[config.mk]
export PLATFORM = sky130hd
export DESIGN_NAME = sentinel_top
export DESIGN_NICKNAME = d
export VERILOG_FILES = /design/src/common/sentinel_pkg.sv /design/src/gate/window_gate.sv /design/src/tamper/tamper_monitor.sv /design/src/design/display_driver.sv /design/src/design/sentinel_top.sv
export SDC_FILE = /design/constraint.sdc
export NUM_CORES = 1
export LEC_CHECK = 0
export BUFFER_PORTS_ARGS = -buffer_cell sky130_fd_sc_hd__buf_4
export CAP_MARGIN = 5
export CORE_MARGIN = 8
export CORE_UTILIZATION = 51
export CTS_CLUSTER_SIZE = 14
export DETAILED_ROUTE_END_ITERATION = 10
export PLACE_DENSITY = 0.75
export SKIP_CTS_REPAIR_TIMING = 1
export SLEW_MARGIN = 0
export SYNTH_ARGS = -nofsm -noshare
export SYNTH_HDL_FRONTEND = slang
export SYNTH_SLANG_ARGS = --single-unit
[constraint.sdc]
create_clock -name clk -period 2.12 [get_ports clk]
set_clock_uncertainty 0.2 [all_clocks]
set_input_delay 0.212 -clock clk [delete_from_list [all_inputs] [get_ports clk]]
set_output_delay 0.212 -clock clk [all_outputs]
set_load 0.1 [all_outputs]
[src/common/sentinel_pkg.sv]
/* Shared types, the unlock key and the display codes of the access gate.
   All blocks refer to these by scoped name. */

package sentinel_pkg;

    // Authorization key as presented on the key pins
    typedef logic [7:0] key_t;

    // Seven-segment code, bit order dp g f e d c b a
    // Active low: a zero lights the segment
    typedef logic [7:0] seg_t;

    // Status nibble, driven out and read back on the loopback pins
    typedef logic [3:0] status_t;

    // Probe-watch pins, any toggle here means someone is poking the chip
    typedef logic [3:0] probe_t;

    // Cycles since the session enable rose, saturates at all ones
    typedef logic [5:0] cycle_count_t;

    // Remaining cycles of a replay lockout
    typedef logic [15:0] lockout_count_t;

    // Gate FSM states
    typedef enum logic [1:0] {
        ST_IDLE,        // Waiting for a rise of ena
        ST_WAITING,     // Window counter running, no key seen yet
        ST_AUTHORIZED,  // Valid key inside the window, held
        ST_LOCKOUT      // Replay detected, keys refused
    } gate_state_e;

    // The one key that opens the gate
    localparam key_t KEY_VALUE = 8'hB6;

    // Letter L, segments f e d lit
    localparam seg_t SEG_LOCKED = 8'hC7;

    // Letter U, segments f e d c b lit
    localparam seg_t SEG_VERIFIED = 8'hC1;

    // Display dark while the session is off
    localparam seg_t SEG_OFF = 8'hFF;

    // Every segment driven, the brick pattern
    localparam seg_t SEG_BRICK = 8'h00;

    // Status nibble patterns
    localparam status_t STATUS_ON  = 4'hF;
    localparam status_t STATUS_OFF = 4'h0;

endpackage

[src/gate/window_gate.sv]
/* Key-window FSM of the access gate. A rise of ena starts a cycle counter;
   a key seen inside the window authorizes, a key seen too early or too late
   starts a replay lockout of fixed length. */

module window_gate #(
    parameter int unsigned WINDOW_OPEN    = 3,
    parameter int unsigned WINDOW_CLOSE   = 5,
    parameter int unsigned LATE_LIMIT     = 10,
    parameter int unsigned LOCKOUT_CYCLES = 20
) (
    input  logic               clk,
    input  logic               rst_n,
    input  logic               ena,
    input  sentinel_pkg::key_t key_in,
    input  logic               fuse_ok,
    output logic               authorized
);

    // Limits in counter width
    localparam sentinel_pkg::cycle_count_t OPEN_AT =
        sentinel_pkg::cycle_count_t'(WINDOW_OPEN);
    localparam sentinel_pkg::cycle_count_t CLOSE_AT =
        sentinel_pkg::cycle_count_t'(WINDOW_CLOSE);
    localparam sentinel_pkg::cycle_count_t LATE_AT =
        sentinel_pkg::cycle_count_t'(LATE_LIMIT);
    localparam sentinel_pkg::cycle_count_t COUNT_MAX = '1;

    // Timer load value, one decrement per edge spent in lockout
    localparam sentinel_pkg::lockout_count_t LOCK_LOAD =
        sentinel_pkg::lockout_count_t'(LOCKOUT_CYCLES);

    sentinel_pkg::gate_state_e    state;
    sentinel_pkg::gate_state_e    state_next;
    sentinel_pkg::cycle_count_t   count;
    sentinel_pkg::cycle_count_t   count_next;
    sentinel_pkg::lockout_count_t timer;
    sentinel_pkg::lockout_count_t timer_next;

    logic ena_q;
    logic ena_rise;
    logic key_present;
    logic key_replay;
    logic key_in_window;

    // Rise seen against last cycle's copy of ena
    assign ena_rise = ena && !ena_q;

    // A blown fuse makes the right key look absent
    assign key_present = (key_in == sentinel_pkg::KEY_VALUE) && fuse_ok;

    // Counter 0 means the key was already there at the rise
    assign key_replay = (count == '0) || (count >= LATE_AT);

    assign key_in_window = (count >= OPEN_AT) && (count <= CLOSE_AT);

    always_comb begin
        state_next = state;
        count_next = count;
        timer_next = timer;

        case (state)
            sentinel_pkg::ST_IDLE: begin
                count_next = '0;
                if (ena_rise) begin
                    state_next = sentinel_pkg::ST_WAITING;
                end
            end

            sentinel_pkg::ST_WAITING: begin
                // Counter keeps running until it saturates
                if (count != COUNT_MAX) begin
                    count_next = count + 1'b1;
                end
                if (!ena) begin
                    state_next = sentinel_pkg::ST_IDLE;
                end else if (key_present && key_replay) begin
                    state_next = sentinel_pkg::ST_LOCKOUT;
                    timer_next = LOCK_LOAD;
                end else if (key_present && key_in_window) begin
                    state_next = sentinel_pkg::ST_AUTHORIZED;
                end
                // Key between 1 and the window open just keeps waiting
            end

            sentinel_pkg::ST_AUTHORIZED: begin
                // Holding the key keeps the gate open
                if (!ena || !key_present) begin
                    state_next = sentinel_pkg::ST_IDLE;
                end
            end

            sentinel_pkg::ST_LOCKOUT: begin
                if (!ena) begin
                    state_next = sentinel_pkg::ST_IDLE;
                    timer_next = '0;
                end else if (timer > 16'd1) begin
                    timer_next = timer - 1'b1;
                end else begin
                    // Last lockout edge
                    state_next = sentinel_pkg::ST_IDLE;
                    timer_next = '0;
                end
            end

            default: begin
                state_next = sentinel_pkg::ST_IDLE;
                count_next = '0;
                timer_next = '0;
            end
        endcase
    end

    always_ff @(posedge clk or negedge rst_n) begin
        if (!rst_n) begin
            state <= sentinel_pkg::ST_IDLE;
            count <= '0;
            timer <= '0;
            ena_q <= 1'b0;
        end else begin
            state <= state_next;
            count <= count_next;
            timer <= timer_next;
            ena_q <= ena;
        end
    end

    // Straight from the state register
    assign authorized = (state == sentinel_pkg::ST_AUTHORIZED);

endmodule

[src/tamper/tamper_monitor.sv]
/* Tamper checks of the access gate. Bricks the gate on any probe toggle
   during a session and blows the key fuse when the driven status keeps
   disagreeing with its read-back copy. */

module tamper_monitor #(
    parameter int unsigned FIGHT_LIMIT = 2
) (
    input  logic                  clk,
    input  logic                  rst_n,
    input  logic                  ena,
    input  sentinel_pkg::probe_t  probe_in,
    input  sentinel_pkg::status_t status_in,
    input  sentinel_pkg::status_t status_out,
    output logic                  bricked,
    output logic                  fuse_ok
);

    // Counter wide enough to hold FIGHT_LIMIT itself
    localparam int unsigned FIGHT_W = (FIGHT_LIMIT < 2) ? 1 : $clog2(FIGHT_LIMIT + 1);
    localparam logic [FIGHT_W-1:0] FIGHT_MAX = FIGHT_W'(FIGHT_LIMIT);

    sentinel_pkg::probe_t probe_q;

    logic               probe_toggle;
    logic               mismatch;
    logic [FIGHT_W-1:0] fight_count;
    logic [FIGHT_W-1:0] fight_next;
    logic               fight_reached;

    // Probe pins against their value at the previous edge
    assign probe_toggle = ena && (probe_in != probe_q);

    // Probe history follows the pins all the time
    // so a session start never looks like a toggle
    always_ff @(posedge clk or negedge rst_n) begin
        if (!rst_n) begin
            probe_q <= '0;
        end else begin
            probe_q <= probe_in;
        end
    end

    // Brick latch, only a session end or reset releases it
    always_ff @(posedge clk or negedge rst_n) begin
        if (!rst_n) begin
            bricked <= 1'b0;
        end else if (!ena) begin
            bricked <= 1'b0;
        end else if (probe_toggle) begin
            bricked <= 1'b1;
        end
    end

    // Something outside is fighting our status drivers
    assign mismatch = (status_out != status_in);

    // Run length of the mismatch, held at the limit
    assign fight_next = (fight_count == FIGHT_MAX) ? FIGHT_MAX : fight_count + 1'b1;

    assign fight_reached = mismatch && (fight_next == FIGHT_MAX);

    always_ff @(posedge clk or negedge rst_n) begin
        if (!rst_n) begin
            fight_count <= '0;
        end else if (mismatch) begin
            fight_count <= fight_next;
        end else begin
            // Any matching cycle restarts the run
            fight_count <= '0;
        end
    end

    // Key fuse, once blown stays blown until reset
    always_ff @(posedge clk or negedge rst_n) begin
        if (!rst_n) begin
            fuse_ok <= 1'b1;
        end else if (fight_reached) begin
            fuse_ok <= 1'b0;
        end
    end

endmodule

[src/design/display_driver.sv]
/* Registered display outputs of the access gate. Turns the gate and tamper
   flags into the 7-segment code and the status nibble. */

module display_driver (
    input  logic                  clk,
    input  logic                  rst_n,
    input  logic                  ena,
    input  logic                  authorized,
    input  logic                  bricked,
    output sentinel_pkg::seg_t    seg_out,
    output sentinel_pkg::status_t status_out
);

    sentinel_pkg::seg_t    seg_next;
    sentinel_pkg::status_t status_next;

    // Brick wins over everything, then session off, then the gate result
    always_comb begin
        if (bricked) begin
            seg_next = sentinel_pkg::SEG_BRICK;
        end else if (!ena) begin
            seg_next = sentinel_pkg::SEG_OFF;
        end else if (authorized) begin
            seg_next = sentinel_pkg::SEG_VERIFIED;
        end else begin
            seg_next = sentinel_pkg::SEG_LOCKED;
        end
    end

    // Status lights only for a clean, live, authorized session
    assign status_next = (!bricked && ena && authorized) ?
        sentinel_pkg::STATUS_ON : sentinel_pkg::STATUS_OFF;

    always_ff @(posedge clk or negedge rst_n) begin
        if (!rst_n) begin
            seg_out    <= sentinel_pkg::SEG_OFF;
            status_out <= sentinel_pkg::STATUS_OFF;
        end else begin
            seg_out    <= seg_next;
            status_out <= status_next;
        end
    end

endmodule

[src/design/sentinel_top.sv]
/* Top level of the access gate. Sets the timing and fuse parameters and
   ties the window FSM, the tamper monitor and the display together. */

module sentinel_top #(
    parameter int unsigned WINDOW_OPEN    = 3,
    parameter int unsigned WINDOW_CLOSE   = 5,
    parameter int unsigned LATE_LIMIT     = 10,
    parameter int unsigned LOCKOUT_CYCLES = 20,
    parameter int unsigned FIGHT_LIMIT    = 2
) (
    input  logic                  clk,
    input  logic                  rst_n,
    input  logic                  ena,
    input  sentinel_pkg::key_t    key_in,
    input  sentinel_pkg::probe_t  probe_in,
    input  sentinel_pkg::status_t status_in,
    output sentinel_pkg::seg_t    seg_out,
    output sentinel_pkg::status_t status_out
);

    logic authorized;
    logic bricked;
    logic fuse_ok;

    // Key window and replay lockout
    window_gate #(
        .WINDOW_OPEN    (WINDOW_OPEN),
        .WINDOW_CLOSE   (WINDOW_CLOSE),
        .LATE_LIMIT     (LATE_LIMIT),
        .LOCKOUT_CYCLES (LOCKOUT_CYCLES)
    ) window_gate_i (
        .clk        (clk),
        .rst_n      (rst_n),
        .ena        (ena),
        .key_in     (key_in),
        .fuse_ok    (fuse_ok),
        .authorized (authorized)
    );

    // Status readback loop closes here: our own output against the pins
    tamper_monitor #(
        .FIGHT_LIMIT (FIGHT_LIMIT)
    ) tamper_monitor_i (
        .clk        (clk),
        .rst_n      (rst_n),
        .ena        (ena),
        .probe_in   (probe_in),
        .status_in  (status_in),
        .status_out (status_out),
        .bricked    (bricked),
        .fuse_ok    (fuse_ok)
    );

    display_driver display_driver_i (
        .clk        (clk),
        .rst_n      (rst_n),
        .ena        (ena),
        .authorized (authorized),
        .bricked    (bricked),
        .seg_out    (seg_out),
        .status_out (status_out)
    );

endmodule

Word-level counts from Yosys, hierarchy flattened
Index checks and enable logic that the tools add are counted.

Add/subtract/negate cells: 3. Multiply operators: 0. Divide/modulo/power cells: 0. Magnitude comparators: 4. Eq/ne operators: 17. Shift-type cells: 0. Mux-type cells: 23. Bitwise operators: 0. Reduce and logical (&&, ||, !) cells: 22.

Operator list (number): 2-to-1 mux 16 bit (4); case mux 16 bit (2 select lines) (1); 2-to-1 mux 2 bit (9); > comparator 16 x 1 -> 1 bit (second input constant) (1); 2-to-1 mux 8 bit (2); subtractor 16 x 1 -> 16 bit (second input constant) (1); case mux 6 bit (2 select lines) (1); logical AND 1 bit (9); == test 2 bit (second input constant) (4); == test 8 bit (second input constant) (1); inequality test 2 x 1 -> 1 bit (second input constant) (4); inequality test 4 bit (2); case mux 2 bit (4 select lines) (1); adder 6 x 1 -> 6 bit (second input constant) (1); >= comparator 6 x 2 -> 1 bit (second input constant) (1); >= comparator 6 x 4 -> 1 bit (second input constant) (1); <= comparator 6 x 3 -> 1 bit (second input constant) (1); zero test 6 bit (1); 2-to-1 mux 6 bit (1); inequality test 6 bit (second input constant) (1); zero test 1 bit (4); 2-to-1 mux 4 bit (1); inequality test 2 bit (second input constant) (2); inequality test 4 x 2 -> 1 bit (second input constant) (1); other kinds (11) (14).

Bits in registers: 45. Bits in latches: 0. RAM bits: 0. Bits in read-only memories: 0. Bits of input ports: 19. Output and inout bits: 12. Word-level logic and storage cells: 79. Memories kept: 0.

Logic depth before layout (Yosys ltp)
Gate-level depths: netlist of the first run.

Depth in word-level cells: 7. Depth in mapped cells: 7. Gate-level depth less buffers: 7.

Modules after synthesis
A second synthesis of the first run with hierarchy kept.

Cells, all modules: 222. Area, all modules: 2175.8 µm².

Modules (own cells, without submodules): window_gate (times used 1, cells an instance 181, area each 1659.1 µm², seq. area each 625.6 µm²); tamper_monitor (times used 1, cells an instance 25, area each 331.6 µm², seq. area each 201.4 µm²); display_driver (times used 1, cells an instance 16, area each 185.2 µm², seq. area each 103.8 µm²).

Least setup slack after synthesis of the first run
OpenSTA, ideal clock, no wires.

Kind: register to register. Start point: reg display_driver_i.status_out[2]. End point: reg tamper_monitor_i.fuse_ok. Library setup time: 68 ps. Data arrival time: 1831 ps. Data required time: 1852 ps. Slack: 20 ps. Stages on the path, launching flop included: 6. Buffers on the path: 0. Clock period less this slack: 2100 ps. Path through: dfrtp_1 > or4_1 > nor2_1 > a31oi_1 > and2_1 > nor2b_1.

Cells in the longest elaborated chain, start to end: 2.

Ends and longest elaborated chain: start: declaration (RTL line display_driver.sv:11) `output sentinel_pkg::status_t status_out`; start signal: assignment (RTL line display_driver.sv:37) `status_out <= sentinel_pkg::STATUS_OFF;`; start signal: assignment (RTL line display_driver.sv:40) `status_out <= status_next;`; inequality test 4 bit (RTL line tamper_monitor.sv:55) `assign mismatch = (status_out != status_in);`; logical AND 1 bit (RTL line tamper_monitor.sv:60) `assign fight_reached = mismatch && (fight_next == FIGHT_MAX);`; named net tamper_monitor_i.fight_reached (RTL line tamper_monitor.sv:28) `logic fight_reached;`; end signal: assignment (RTL line tamper_monitor.sv:76) `fuse_ok <= 1'b1;`; end signal: assignment (RTL line tamper_monitor.sv:78) `fuse_ok <= 1'b0;`; end: declaration (RTL line tamper_monitor.sv:15) `output logic fuse_ok`.

The timed path passes the listed nets, and every way through them passes these cells. A chain may end at the register's enable or synchronous reset.

Worst setup path in the final report of the first run
Start point: reg window_gate_i.timer[9]. End point: reg window_gate_i.timer[14].

Cells in the longest elaborated chain, start to end: 4. Elaborated cells between the ends (all ways): 5. Classes of those cells: add/sub: 1; order compare: 1; mux: 3.

Ends and longest elaborated chain: start: declaration (RTL line window_gate.sv:36) `sentinel_pkg::lockout_count_t timer;`; start signal: assignment (RTL line window_gate.sv:122) `timer <= timer_next;`; subtractor 16 x 1 -> 16 bit / > comparator 16 x 1 -> 1 bit (equally long branches) (RTL line window_gate.sv:97, window_gate.sv:96); 2-to-1 mux 16 bit * (RTL line window_gate.sv:96) `end else if (timer > 16'd1) begin`; 2-to-1 mux 16 bit * (RTL line window_gate.sv:93) `if (!ena) begin`; case mux 16 bit (2 select lines) * (RTL line window_gate.sv:61) `case (state)`.

Every way passes the cells marked *; elsewhere a longest branch is shown, timed or not.

==> impl_metrics.yaml, run 1 <==
worst_setup_path:
  cp-startpoint: "window_gate_i.timer[9]"
  arrival_ns: 2.02
  crit_path_max_fanout: 10
  crit_path_end_kind: "register"
  r2r_cells: 6
  required_ns: 2.10
  cp-start-kind: "register"
  r2r_end: "window_gate_i.timer[14]"
  endpoint: "window_gate_i.timer[14]"
  critPathKind: "register to register"
  r2r-start: "window_gate_i.timer[9]"
  reg2reg_slack_ns: 0.08
routing:
  drtAntennaViolNets: 0
  drc_errors: 0
  drtIter0Drc: 138
  via_per_inst: 5.52
  firstDrtPassIters: 5
  wirelength_um: 4350
  vias: 1733
  wl_per_cell_um: 13.9
place:
  hpwlAfterDp_um: 3310
  port_buffers: 30
  place.gp.congestion: 0.864
global_route:
  grt_use_met2_pct: 21.4
  grt_pass1_wl_um: 7330
  track_usage_pct: 14.4
  busiest_layer: "met2"
  gr-total-overflow: 0
  grt_pass1_vias: 1629
  met3_usage_pct: 5.29
  grt_max_degree: 38
  antenna_found_initial: 0
  use_met1_pct: 18.5
layout:
  syn2layout_area_growth_pct: 25.5
  layout-drive-gt1-share_pct: 28.0
  final_cell_mix: "48 x buf_4, 32 x dfrtp_1, 16 x nand2_1"
  layout_commonest_cell: "buf_4"
  fin_nets: 291
  antenna_cells: 0
  fillers: 339
yosys:
  yosysTopAreaCellShare_pct: 39.6
  synth-warning-count: 0
  synth-edff-count: 0
  ys_types: 51
  synth_ff_type: "dfrtp_1"
  avgSynthCellArea_um2: 9.78
  ys_ff_latch: 37
  synthCells: 213
  async_flop_share_pct: 100
  netlist_top_cells_area: "dfrtp_1 40%, ha_1 5.4%, dfstp_2 5.0%"
  syn_area_um2: 2080
  yosys.area.top_type: "dfrtp_1"
  syn_nets: 241
  yosysSeqAreaShare_pct: 44.7
timing:
  hold_violations: 0
  tns_ns: 0
  grt_setup_unrepaired: "false"
  finalCriticalPeriod_ns: 2.04
  tightestPinTransition_ns: 0.476
  fin_crit_sh_pct: 96.2
  holdWs_ns: 0.0853
  finalMaxSlewViolations: 0
  slew_headroom_pct: 68.0
  max_freq_mhz: 490
  setup_viol: 0
worst_hold_path:
  hp-class: "input pin to register"
pwr:
  p_per_area_nw_per_um2: 694
  leakage_uw: 0.00125
  peakVddDrop_v: 0.000446
clock_network:
  cts_max_level: 2
  clk_latency_ns: 0.29
  cts_buffer_depth: 2
  path_clk_slew_ns: 0.07
  cts.sinks: 37
  numCtsBuffers: 5
  cts_tree: "built"
  root_buffer: "clkbuf_8"
floorplanning:
  die_height_um: 79.9
  io_pins: 31
  die_w_um: 79.9
  fp.coreArea_um2: 3970
  rows: 23
  start_util_pct: 52.5
  dieArea_um2: 6390
outcome:
  status: "complete, no violations"
flow_run:
  cap_violations: 0
==> where the power goes <==
group | internal [uW] | total, uW | leakage, uW | switching [uW]
Combinational | 211 | 508 | 0.000743 | 297
Clock | 265 | 494 | 0.0000455 | 230
Sequential | 766 | 813 | 0.000461 | 46.6
Total | 1240 | 1820 | 0.00125 | 574
==> cells in the mapped netlist, drive strengths merged (3+ instances only) <==
master	instances
a21o	4
nor2	15
o31a	5
nor3	7
and3	5
a21oi	7
a31oi	4
ha	9
nand3	4
xnor2	5
nand2	18
xor2	4
dfrtp	33
clkbuf	3
inv	13
dfstp	4
nor4	8
nand4	5
o211ai	3
or3	5
buf	11
o21ai	17
==> sequential cells by signal, summed over array words and instances (netlist names) <==
| name | count |
|---|---|
| window_gate_i.timer | 16 |
| window_gate_i.count | 6 |
| tamper_monitor_i.probe_q | 4 |
| display_driver_i.seg_out | 3 |
| tamper_monitor_i.fight_count | 2 |
| window_gate_i.state | 2 |
| display_driver_i.status_out | 1 |
| tamper_monitor_i.bricked | 1 |
| tamper_monitor_i.fuse_ok | 1 |
| window_gate_i.ena_q | 1 |
==> per-stage QoR <==
stage	instance area, um^2	setup WS [ns]	std cells	util [%]	power (uW)
4_1_cts	2530	-0.0232	308	63.6	1810
3_3_place_gp	2440	0.0553	300	61.3	1300
5_1_grt	2610	0.0000167	314	65.8	1930
3_5_place_dp	2440	-0.0107	300	61.3	1310
6_report	2610	0.0805	314	65.8	1820
2_1_floorplan	2080	0.0202	213	-	1160
==> worst max-delay path: stages (launching register included) <==
cell	delay (ns)
dfrtp_1	0.43
nor3_4	0.26
nand2_4	0.13
o41ai_4	0.40
buf_6	0.18
o21ai_0	0.09
a22o_1	0.24
==> kinds of logic (layout without fill, tap and decap cells) <==
| kind of cell | after synthesis | in the layout | share of synthesized area (%) |
|---|---|---|---|
| AOI/OAI and AO/OA | 52 | 52 | 18.1 |
| xor gates and xnor gates | 9 | 9 | 3.78 |
| adders and majority gates | 9 | 9 | 5.41 |
| buffers and inverters | 27 | 78 | 6.79 |
| DFF | 37 | 37 | 44.7 |
| muxes | 1 | 1 | 0.480 |
| and+or+nand+nor | 78 | 78 | 20.7 |
==> worst min path at each step <==
stage	startpoint	endpoint	slack (ns)	cells past startpoint
2_1_floorplan	rst_n	display_driver_i.status_out[2]	-0.28	0
3_3_place_gp	rst_n	tamper_monitor_i.probe_q[3]	0.0006	1
3_5_place_dp	rst_n	tamper_monitor_i.probe_q[0]	-0.0002	1
4_1_cts	rst_n	window_gate_i.count[0]	-0.31	1
5_1_grt	status_in[0]	tamper_monitor_i.fight_count[0]	0.09	3
6_report	status_in[0]	tamper_monitor_i.fight_count[0]	0.09	3
==> final cells by class <==
| cell class | instances | area [um^2] | area share, % |
|---|---|---|---|
| tap | 50 | 62.6 | 2.39 |
| clock buffer | 8 | 90.1 | 3.45 |
| inverter | 13 | 48.8 | 1.87 |
| multi-input combinational | 149 | 1030 | 39.3 |
| sequential | 37 | 932 | 35.7 |
| timing repair buffer | 57 | 454 | 17.4 |
==> metal layers <==
| layer | share of wire (%) | wire [um] | up-vias |
|---|---|---|---|
| met2 | 44 | 1910 | 51 |
| met5 | 0 | 0 | - |
| met1 | 46 | 2000 | 814 |
| met4 | 1.3 | 58 | 0 |
| li1 | - | - | 862 |
| met3 | 8.7 | 378 | 6 |
(Power assumes the default switching activity.)
==> run 2: changes to the inputs <==
--- a/config.mk
+++ b/config.mk
@@ -12,6 +12,7 @@
 export CTS_CLUSTER_SIZE = 14
 export DETAILED_ROUTE_END_ITERATION = 10
 export PLACE_DENSITY = 0.75
+export RECOVER_POWER = 100
 export SKIP_CTS_REPAIR_TIMING = 1
 export SLEW_MARGIN = 0
 export SYNTH_ARGS = -nofsm -noshare
==> impl_metrics.yaml, run 2 (same netlist as run 1, synthesis figures left out) <==
pwr:
  p_per_area_nw_per_um2: 699
  leakage_uw: 0.00123
  peakVddDrop_v: 0.000444
routing:
  drtIter0Drc: 129
  wl_per_cell_um: 13.9
  via_per_inst: 5.51
  drc_errors: 0
  drtAntennaViolNets: 0
  firstDrtPassIters: 5
  vias: 1731
  wirelength_um: 4350
layout:
  reg.largest.list: "window_gate_i.timer: 16 flops, window_gate_i.count: 6 flops, tamper_monitor_i.probe_q: 4 flops"
  largest_reg_flops: 16
  antenna_cells: 0
  top_register: "window_gate_i.timer"
  layout-drive-gt1-share_pct: 27.7
  final_cell_mix: "32 x dfrtp_1, 30 x buf_4, 16 x nand2_1"
  fin_nets: 291
  syn2layout_area_growth_pct: 23.6
  layout_commonest_cell: "dfrtp_1"
worst_setup_path:
  crit_chain: "nor3_4 -> nand2_4 -> o41ai_4 -> buf_6 -> o21ai_0 -> a22o_1"
  r2r-start: "window_gate_i.timer[9]"
  arrival_ns: 2.02
  worstSetupPathDepth: 6
  crit_path_end_kind: "register"
  cp.buffers_inverters: 1
  required_ns: 2.10
  crit_path_max_fanout: 10
  r2r_cells: 6
  cp_top_family: "compound AO/OA/AOI/OAI gates"
  cp-start-kind: "register"
  r2r_end: "window_gate_i.timer[14]"
  slowest_stage: "dfrtp_1"
  reg2reg_slack_ns: 0.08
  critPathKind: "register to register"
  cpPeakStageDelay_ns: 0.43
floorplanning:
  fp.coreArea_um2: 3970
  start_util_pct: 52.5
  die_w_um: 79.9
  dieArea_um2: 6390
  io_pins: 31
  rows: 23
  die_height_um: 79.9
worst_hold_path:
  hp-class: "input pin to register"
  min_path_cells: 3
  hold_end: "tamper_monitor_i.fight_count[0]"
  min_from: "status_in[0]"
timing:
  tns_ns: 0
  tightestPinTransition_ns: 0.867
  fin_crit_sh_pct: 96.2
  holdWs_ns: 0.0903
  grt_setup_unrepaired: "false"
  finalMaxSlewViolations: 0
  setup_slack_ns: 0.0804
  setup_viol: 0
  finalCriticalPeriod_ns: 2.04
  hold_violations: 0
  slew_headroom_pct: 42.2
  max_freq_mhz: 490
outcome:
  status: "complete, no violations"
place:
  place.gp.congestion: 0.864
  pre_cts_slack_ns: -0.0107
  hpwlAfterDp_um: 3310
  port_buffers: 30
flow_run:
  cap_violations: 0
clock_network:
  clk_latency_ns: 0.29
  cts_buffer_depth: 2
  cts_tree: "built"
  numCtsBuffers: 5
  root_buffer: "clkbuf_8"
  cts.sinks: 37
  path_clk_slew_ns: 0.07
  cts_max_level: 2
global_route:
  grt_pass1_vias: 1629
  grt_pass1_wl_um: 7330
  track_usage_pct: 14.4
  gr-total-overflow: 0
  antenna_found_initial: 0
  grt_max_degree: 38
==> run 2: cell types whose count changed in the layout (fill, tap and decap cells not counted), sizes merged <==
cell	change
buf	-18
clkbuf	+18
==> run 2: stage by stage <==
step                      area [um^2]  total power, uW  cells  util, %
after floorplan                  2080             1160    213        -
after global placement           2440             1300    300     61.3
after detailed placement         2440             1310    300     61.3
after CTS                        2530             1810    308     63.6
after global routing             2570             1920    314     64.8
final                            2570             1800    314     64.8
==> run 2: area by class of cell <==
cell class | instances | area, um^2
Clock buffer | 8 | 90.1
Fill cell | 351 | 1400
Inverter | 13 | 48.8
Multi-Input combinational cell | 149 | 1030
Sequential cell | 37 | 932
Tap cell | 50 | 62.6
Timing Repair Buffer | 57 | 415
==> run 2: layer usage <==
metal,routed length (um),vias to the layer above,share of wire (%),track usage [%]
li1,-,863,-,-
met1,2010,814,46,18.5
met2,1910,48,44,21.4
met3,375,6,8.6,5.29
met4,58,0,1.3,5.09
met5,0,-,0,0
==> run 2: worst max-delay path by stage <==
stage                                           to                            from  slack (ns)
after floorplan           tamper_monitor_i.fuse_ok  display_driver_i.status_out[2]        0.02
after global placement      window_gate_i.timer[9]          window_gate_i.count[1]        0.06
after detailed placement    window_gate_i.timer[4]          window_gate_i.count[1]       -0.01
after CTS                   window_gate_i.timer[4]          window_gate_i.count[1]       -0.02
after global routing       window_gate_i.timer[14]        tamper_monitor_i.fuse_ok     0.00002
final                      window_gate_i.timer[14]          window_gate_i.timer[9]        0.08
==> run 2: report_power, final <==
group / internal (uW) / leakage (uW) / switching, uW / total, uW
logic: 196 / 0.000728 / 297 / 493
clock network: 265 / 0.0000455 / 230 / 494
registers: 766 / 0.000461 / 46.3 / 812
total: 1230 / 0.00123 / 573 / 1800
==> run 2: tightest hold or removal path, cell delays in order <==
cell and delay, ns:
buf_4 0.08, a31oi_1 0.08, and2_0 0.16
